### config.mk
export PLATFORM = sky130hd
export DESIGN_NAME = mover_top
export DESIGN_NICKNAME = d
export VERILOG_FILES = /design/src/mover_pkg.sv /design/src/mover_config_regs.sv /design/src/mover_sequencer.sv /design/src/mover_output_stage.sv /design/src/mover_top.sv
export SDC_FILE = /design/constraint.sdc
export NUM_CORES = 1
export LEC_CHECK = 0
export BUFFER_PORTS_ARGS = -buffer_cell sky130_fd_sc_hd__buf_2
export CORE_MARGIN = 2
export CORE_UTILIZATION = 35
export DETAILED_ROUTE_END_ITERATION = 10
export GPL_TIMING_DRIVEN = 0
export SYNTH_ARGS = -nofsm -noshare
export SYNTH_HDL_FRONTEND = slang
export SYNTH_SLANG_ARGS = --single-unit
### constraint.sdc
create_clock -name clock -period 15.4 [get_ports clock]
set_input_delay 4.62 -clock clock [delete_from_list [all_inputs] [get_ports clock]]
set_output_delay 4.62 -clock clock [all_outputs]
set_load 0.02 [all_outputs]
### src/mover_pkg.sv
////////////////////////////////////////
// Data mover shared definitions
// Widths, register map and sequencer states
////////////////////////////////////////

package mover_pkg;

    // Number of channel slots the register bank provides
    localparam int max_channels = 4;

    // Channel number and active channel count (0 to max_channels)
    typedef logic [1:0] channel_index_t;
    typedef logic [2:0] channel_count_t;

    // Payload moved from the source to the output stream
    typedef logic [31:0] data_word_t;

    // Source and target addresses share one width
    typedef logic [15:0] stream_address_t;
    typedef logic [15:0] user_tag_t;

    // Host register port
    typedef logic [3:0] reg_address_t;
    typedef logic [31:0] reg_word_t;

    // Register map, one word per entry
    // Address registers hold the source in bits 15:0 and the target in bits 31:16
    localparam reg_address_t reg_channel_count = 4'd0;
    localparam reg_address_t reg_address_base = 4'd1;
    localparam reg_address_t reg_user_base = 4'd5;

    // Sequencer FSM states
    typedef enum logic [2:0] {
        idle = 3'd0,
        read_source = 3'd1,
        wait_response = 3'd2,
        send_buffered = 3'd3,
        wait_ready = 3'd4
    } sequencer_state_t;

endpackage

### src/mover_config_regs.sv
////////////////////////////////////////
// Mover configuration register bank
// Host write/read port and channel lookup
////////////////////////////////////////

module mover_config_regs import mover_pkg::*; (
    input  logic            clock,
    input  logic            reset,
    input  logic            cfg_write,
    input  reg_address_t    cfg_address,
    input  reg_word_t       cfg_write_data,
    input  channel_index_t  channel,
    output reg_word_t       cfg_read_data,
    output channel_count_t  channel_count,
    output stream_address_t source_address,
    output stream_address_t target_address,
    output user_tag_t       user_tag
);

    channel_count_t count_reg;
    reg_word_t address_regs [max_channels];
    user_tag_t user_regs [max_channels];

    logic is_address_reg;
    logic is_user_reg;
    channel_index_t address_slot;
    channel_index_t user_slot;
    channel_count_t count_in;
    reg_word_t read_mux;

    // Decode which register group the host is pointing at
    assign is_address_reg = (cfg_address >= reg_address_base) &&
                            (cfg_address < reg_address_base + max_channels);
    assign is_user_reg = (cfg_address >= reg_user_base) &&
                         (cfg_address < reg_user_base + max_channels);
    assign address_slot = channel_index_t'(cfg_address - reg_address_base);
    assign user_slot = channel_index_t'(cfg_address - reg_user_base);

    // A count above the number of slots is clamped to the slot count
    assign count_in = (cfg_write_data > reg_word_t'(max_channels)) ?
                      channel_count_t'(max_channels) : channel_count_t'(cfg_write_data);

    always_ff @(posedge clock) begin
        if (!reset) begin
            count_reg <= '0;
            for (int i = 0; i < max_channels; i++) begin
                address_regs[i] <= '0;
                user_regs[i] <= '0;
            end
        end else if (cfg_write) begin
            // Writes outside the map fall through every branch and are dropped
            if (cfg_address == reg_channel_count) begin
                count_reg <= count_in;
            end else if (is_address_reg) begin
                address_regs[address_slot] <= cfg_write_data;
            end else if (is_user_reg) begin
                user_regs[user_slot] <= cfg_write_data[15:0];
            end
        end
    end

    // Read-back mux, unmapped addresses give zero
    always_comb begin
        read_mux = '0;
        if (cfg_address == reg_channel_count) begin
            read_mux = reg_word_t'(count_reg);
        end else if (is_address_reg) begin
            read_mux = address_regs[address_slot];
        end else if (is_user_reg) begin
            read_mux = reg_word_t'(user_regs[user_slot]);
        end
    end

    // Read data lands one cycle after the address
    always_ff @(posedge clock) begin
        if (!reset) begin
            cfg_read_data <= '0;
        end else begin
            cfg_read_data <= read_mux;
        end
    end

    // Fields of the channel the sequencer is working on
    assign channel_count = count_reg;
    assign source_address = address_regs[channel][15:0];
    assign target_address = address_regs[channel][31:16];
    assign user_tag = user_regs[channel];

endmodule

### src/mover_sequencer.sv
////////////////////////////////////////
// Mover sequencer
// Walks the active channels for runs and replays
////////////////////////////////////////

module mover_sequencer import mover_pkg::*; (
    input  logic            clock,
    input  logic            reset,
    input  logic            start,
    input  logic            replay,
    input  logic            out_ready,
    input  logic            response_valid,
    input  channel_count_t  channel_count,
    input  stream_address_t source_address,
    output channel_index_t  channel,
    output logic            request_valid,
    output stream_address_t request_address,
    output logic            emit_live,
    output logic            emit_replay,
    output logic            done
);

    sequencer_state_t state;
    sequencer_state_t next_state;

    logic last_channel;
    logic advance;
    logic have_channels;

    // The counter is compared in the wider count width so a count of 4 fits
    assign last_channel = ({1'b0, channel} == channel_count - channel_count_t'(1));
    assign have_channels = (channel_count != '0);

    // A live word is emitted in the very cycle its response arrives
    assign emit_live = (state == wait_response) && response_valid;

    // Each cycle spent in send_buffered puts out one buffered word
    assign emit_replay = (state == send_buffered);

    // Every emitted word moves the channel pointer on
    assign advance = emit_live || emit_replay;

    always_comb begin
        next_state = state;
        case (state)
            idle: begin
                // Start wins over replay, and nothing runs without channels
                if (have_channels && start) begin
                    next_state = read_source;
                end else if (have_channels && replay) begin
                    next_state = send_buffered;
                end
            end
            read_source: begin
                next_state = wait_response;
            end
            wait_response: begin
                if (response_valid) begin
                    next_state = last_channel ? idle : read_source;
                end
            end
            send_buffered: begin
                next_state = last_channel ? idle : wait_ready;
            end
            wait_ready: begin
                // Consumer must show ready before the next replayed word
                if (out_ready) begin
                    next_state = send_buffered;
                end
            end
            default: begin
                next_state = idle;
            end
        endcase
    end

    always_ff @(posedge clock) begin
        if (!reset) begin
            state <= idle;
        end else begin
            state <= next_state;
        end
    end

    // Request goes out the cycle after read_source is entered
    always_ff @(posedge clock) begin
        if (!reset) begin
            request_valid <= 1'b0;
            request_address <= '0;
        end else begin
            request_valid <= (state == read_source);
            if (state == read_source) begin
                request_address <= source_address;
            end
        end
    end

    // Channel pointer wraps after the last active channel, done marks that word
    always_ff @(posedge clock) begin
        if (!reset) begin
            channel <= '0;
            done <= 1'b0;
        end else begin
            done <= advance && last_channel;
            if (advance) begin
                if (last_channel) begin
                    channel <= '0;
                end else begin
                    channel <= channel + channel_index_t'(1);
                end
            end
        end
    end

endmodule

### src/mover_output_stage.sv
////////////////////////////////////////
// Mover output stage
// Replay buffer and registered output stream
////////////////////////////////////////

module mover_output_stage import mover_pkg::*; (
    input  logic            clock,
    input  logic            reset,
    input  logic            emit_live,
    input  logic            emit_replay,
    input  channel_index_t  channel,
    input  data_word_t      response_data,
    input  stream_address_t target_address,
    input  user_tag_t       user_tag,
    output logic            out_valid,
    output data_word_t      out_data,
    output stream_address_t out_dest,
    output user_tag_t       out_user
);

    // One word per channel slot, filled by live transfers
    data_word_t buffer [max_channels];

    // Live words also land in the buffer so a replay can send them again
    always_ff @(posedge clock) begin
        if (!reset) begin
            for (int i = 0; i < max_channels; i++) begin
                buffer[i] <= '0;
            end
        end else if (emit_live) begin
            buffer[channel] <= response_data;
        end
    end

    // Output beat is a single-cycle pulse, tags follow the channel lookup
    always_ff @(posedge clock) begin
        if (!reset) begin
            out_valid <= 1'b0;
            out_data <= '0;
            out_dest <= '0;
            out_user <= '0;
        end else begin
            out_valid <= emit_live || emit_replay;
            if (emit_live || emit_replay) begin
                out_data <= emit_live ? response_data : buffer[channel];
                out_dest <= target_address;
                out_user <= user_tag;
            end
        end
    end

endmodule

### src/mover_top.sv
////////////////////////////////////////
// Register-programmed data mover
////////////////////////////////////////

module mover_top import mover_pkg::*; (
    input  logic            clock,
    input  logic            reset,
    input  logic            cfg_write,
    input  reg_address_t    cfg_address,
    input  reg_word_t       cfg_write_data,
    output reg_word_t       cfg_read_data,
    input  logic            start,
    input  logic            replay,
    output logic            request_valid,
    output stream_address_t request_address,
    input  logic            response_valid,
    input  data_word_t      response_data,
    output logic            out_valid,
    output data_word_t      out_data,
    output stream_address_t out_dest,
    output user_tag_t       out_user,
    input  logic            out_ready,
    output logic            done
);

    channel_index_t channel;
    channel_count_t channel_count;
    stream_address_t source_address;
    stream_address_t target_address;
    user_tag_t user_tag;
    logic emit_live;
    logic emit_replay;

    mover_config_regs config_regs (
        .clock          (clock),
        .reset          (reset),
        .cfg_write      (cfg_write),
        .cfg_address    (cfg_address),
        .cfg_write_data (cfg_write_data),
        .channel        (channel),
        .cfg_read_data  (cfg_read_data),
        .channel_count  (channel_count),
        .source_address (source_address),
        .target_address (target_address),
        .user_tag       (user_tag)
    );

    // Sequencer drives the channel index used by both neighbors
    mover_sequencer sequencer (
        .clock           (clock),
        .reset           (reset),
        .start           (start),
        .replay          (replay),
        .out_ready       (out_ready),
        .response_valid  (response_valid),
        .channel_count   (channel_count),
        .source_address  (source_address),
        .channel         (channel),
        .request_valid   (request_valid),
        .request_address (request_address),
        .emit_live       (emit_live),
        .emit_replay     (emit_replay),
        .done            (done)
    );

    mover_output_stage output_stage (
        .clock          (clock),
        .reset          (reset),
        .emit_live      (emit_live),
        .emit_replay    (emit_replay),
        .channel        (channel),
        .response_data  (response_data),
        .target_address (target_address),
        .user_tag       (user_tag),
        .out_valid      (out_valid),
        .out_data       (out_data),
        .out_dest       (out_dest),
        .out_user       (out_user)
    );

endmodule

==> out/results.ini <==
[status]
outcome=complete, no violations

[timing]
finalSetupViolCount=0
skew_ns=0.02782
grt_setup_unrepaired=no
finalSetupTns_ns=0
fmax_mhz=141.5
fin_crit_sh_pct=45.88
tightest_slew_ns=1.022
finalMaxSlewViolations=0
finalCriticalPeriod_ns=7.066
relSlewSlack_pct=31.87
hold_viol_final=0
whs_ns=0.4523

[place]
dp_hpwl_um=37880
place.gp.congestion=0.8121
port_buffers=189

[logic_synthesis]
synth-warning-count=0
syn_area_mm2=0.01945
yosysSeqAreaShare_pct=62.27
ys_types=54
synth_largest_area_cell=edfxtp_1
ys_async_sr_fraction_pct=0
synth_top_area_share_pct=49.40
netlist_instances=1417
yosys.cell_count.top_type=edfxtp_1
synth_commonest_cells=edfxtp_1 (320), and2_1 (178), nand2_1 (168)
synth-edff-count=320
yosys-top-cells-area=edfxtp_1 (49%), mux4_2 (15%), dfxtp_1 (13%)
ys.flop_type=edfxtp_1
synth_seq_cells=445
avgSynthCellArea_um2=13.73
synth_fp_nets=1497

[finish]
areaGrowthSynthToFinish_pct=19.62
drive_above_1_share_pct=28.23
fillers=5043
fin_nets=1745

[cts]
cts_setup_buffers=0
cts_tree=done
path_clk_slew_ns=0.06
post_cts_resize_count=0
htreeDepth=2
cts.sinks=445
clockRootBuffer=clkbuf_16
cts_buffers=47
clock_latency_ns=0.58
cts_max_path_buffers=3
postCtsHoldBufs=0

[critical_path]
reg2reg_to=output_stage.out_user[14]$_SDFFE_PN0N_
arrival_ns=7.25
crit_chain=buf_2 -> buf_2 -> inv_1 -> ha_1 -> nor3b_2 -> nor2_1 -> nor4_4 -> nand2b_1
crit_top_cell=buf_2
required_ns=15.58
crit_slowest_cell=nand2b_1
path_delay_family=simple AND/OR/NAND/NOR gates
crit_path_end_kind=flop
crit_path_max_incr_delay_ns=0.86
path_buf_inv=3
r2r_slack_ns=13.01
criticalPathCategory=input pin to flop
cp-start-kind=input pin
crit_fanout=16
r2r_cells=6
reg2reg_from=sequencer.state[0]$_SDFFE_PN0P_

[power_and_ir_drop]
total_power_mw=3.020
peakVddDrop_uv=80.04
powerDensity_mw_per_mm2=129.8
p_leak_nw=8.861

[grt]
antenna_found_initial=10
grt_max_degree=25
grt_overflow_total=0
grt_pass1_vias=12870
grt.total_usage_pct=18.91
grt_pass1_wl_um=80180

[job]
maxCapViolations=0

[die]
rows=86
die_w_um=239.7
die_area_mm2=0.05748
ioPinCount=190
initial_core_util_pct=35.38
die_y_um=239.7
fp.coreArea_mm2=0.05499

[detailed_routing]
antenna_left=0
wire_per_inst_um=22.03
via_count=12650
drc=0
wirelength_um=54050
drtIter0Drc=1004
viasPerCell=5.155
dr.pass1.iters=5

[min_path]
hold_start=output_stage.out_user[6]$_SDFFE_PN0N_
hp-class=flop to flop
worst_hold_path.endpoint=output_stage.out_user[6]$_SDFFE_PN0N_
min_path_cells=2

[layer usage]
| metal | wire, um | track usage, % | share of wire, % |
|---|---|---|---|
| met2 | 26430 | 31.42 | 49 |
| met4 | 1178 | 4.792 | 2.2 |
| met1 | 22370 | 24.79 | 41 |
| met3 | 3974 | 4.668 | 7.4 |
| met5 | 96 | 0 | 0.18 |
[power by group]
group	internal [mW]	switching (mW)
clock network	0.715	0.489
logic	0.152	0.256
registers	1.37	0.0378
total	2.24	0.783
[worst register-to-register path, cell delays in order (launching register included)]
cell      delay [ns]
dfxtp_1         0.34
clkbuf_1        0.33
o21a_1          0.18
buf_2           0.26
clkbuf_1        0.71
nand2_1         0.31
a21oi_1         0.19
[sequential cells by signal (all words and copies together), names as in the netlist, named ones only]
| name | flops |
|---|---|
| sequencer.state | 3 |
| config_regs.channel_count | 3 |
| sequencer.request_address | 16 |
| config_regs.user_regs | 64 |
| config_regs.address_regs | 128 |
| output_stage.out_dest | 16 |
| output_stage.out_valid | 1 |
| sequencer.channel | 2 |
| output_stage.out_data | 32 |
| sequencer.request_valid | 1 |
| output_stage.buffer | 128 |
| sequencer.done | 1 |
| output_stage.out_user | 16 |
| config_regs.cfg_read_data | 32 |
[cells by family after synthesis]
kind of cell,Yosys count,synth area share (%)
XOR/XNOR,2,0.09007
multiplexers,128,14.82
AND/OR/NAND/NOR,536,14.26
flip-flops,445,62.27
buffers and inverters,145,3.345
adder cells (fa/ha/maj),5,0.3216
AO/OA/AOI/OAI,156,4.895
[final cells by class]
type,count,area [um^2],area share (%)
inverter,40,150.1,0.6453
antenna,2,5.005,0.02151
sequential,445,12110,52.05
timing repair buffer,199,1164,5.001
tap,748,935.9,4.022
clock inverter,31,374.1,1.608
multi-input combinational,827,6750,29.01
buffer,105,500.5,2.151
clock buffer,57,1276,5.485
[worst max-delay path by stage]
stage                               from                                        end  slack (ns)  cells after the start
final                     cfg_address[0]  config_regs.user_regs[2][8]$_SDFFCE_PN0P_        8.33                      8
after global routing      cfg_address[0]  config_regs.user_regs[2][7]$_SDFFCE_PN0P_        8.19                      8
after CTS                 cfg_address[0]  config_regs.user_regs[2][8]$_SDFFCE_PN0P_        8.37                      8
after detailed placement  cfg_address[0]  config_regs.user_regs[2][8]$_SDFFCE_PN0P_        7.77                      8
after global placement    cfg_address[0]  config_regs.address_regs[3][18]$_DFFE_PP_        4.28                      8
after floorplan           cfg_address[0]   config_regs.address_regs[3][0]$_DFFE_PP_        6.68                      7
[cell usage in the layout (no fill, tap or decap), types with 34 or more instances in the layout]
| cell | netlist | routed |
|---|---|---|
| edfxtp_1 | 320 | 320 |
| buf_2 | 34 | 223 |
| and2_1 | 178 | 178 |
| nand2_1 | 168 | 167 |
| mux4_2 | 128 | 128 |
| dfxtp_1 | 125 | 125 |
| nor2_1 | 106 | 106 |
| clkbuf_1 | 57 | 63 |
| a21oi_1 | 52 | 52 |
| clkbuf_16 | 0 | 49 |
| inv_1 | 38 | 38 |
| o21ai_0 | 39 | 35 |
| and3_1 | 34 | 34 |
[metrics by stage]
| step | utilization, % | area (um^2) | instances | setup slack, ns |
|---|---|---|---|---|
| 6_report | 42.32 | 23270 | 2454 | 8.334 |
| 3_3_place_gp | 38.80 | 21330 | 2354 | 4.277 |
| 5_1_grt | 42.31 | 23260 | 2453 | 8.187 |
| 4_1_cts | 42.31 | 23260 | 2452 | 8.369 |
| 3_5_place_dp | 39.31 | 21610 | 2364 | 7.768 |
| 2_1_floorplan | - | 19450 | 1417 | 6.682 |
(Power assumes the default switching activity.)
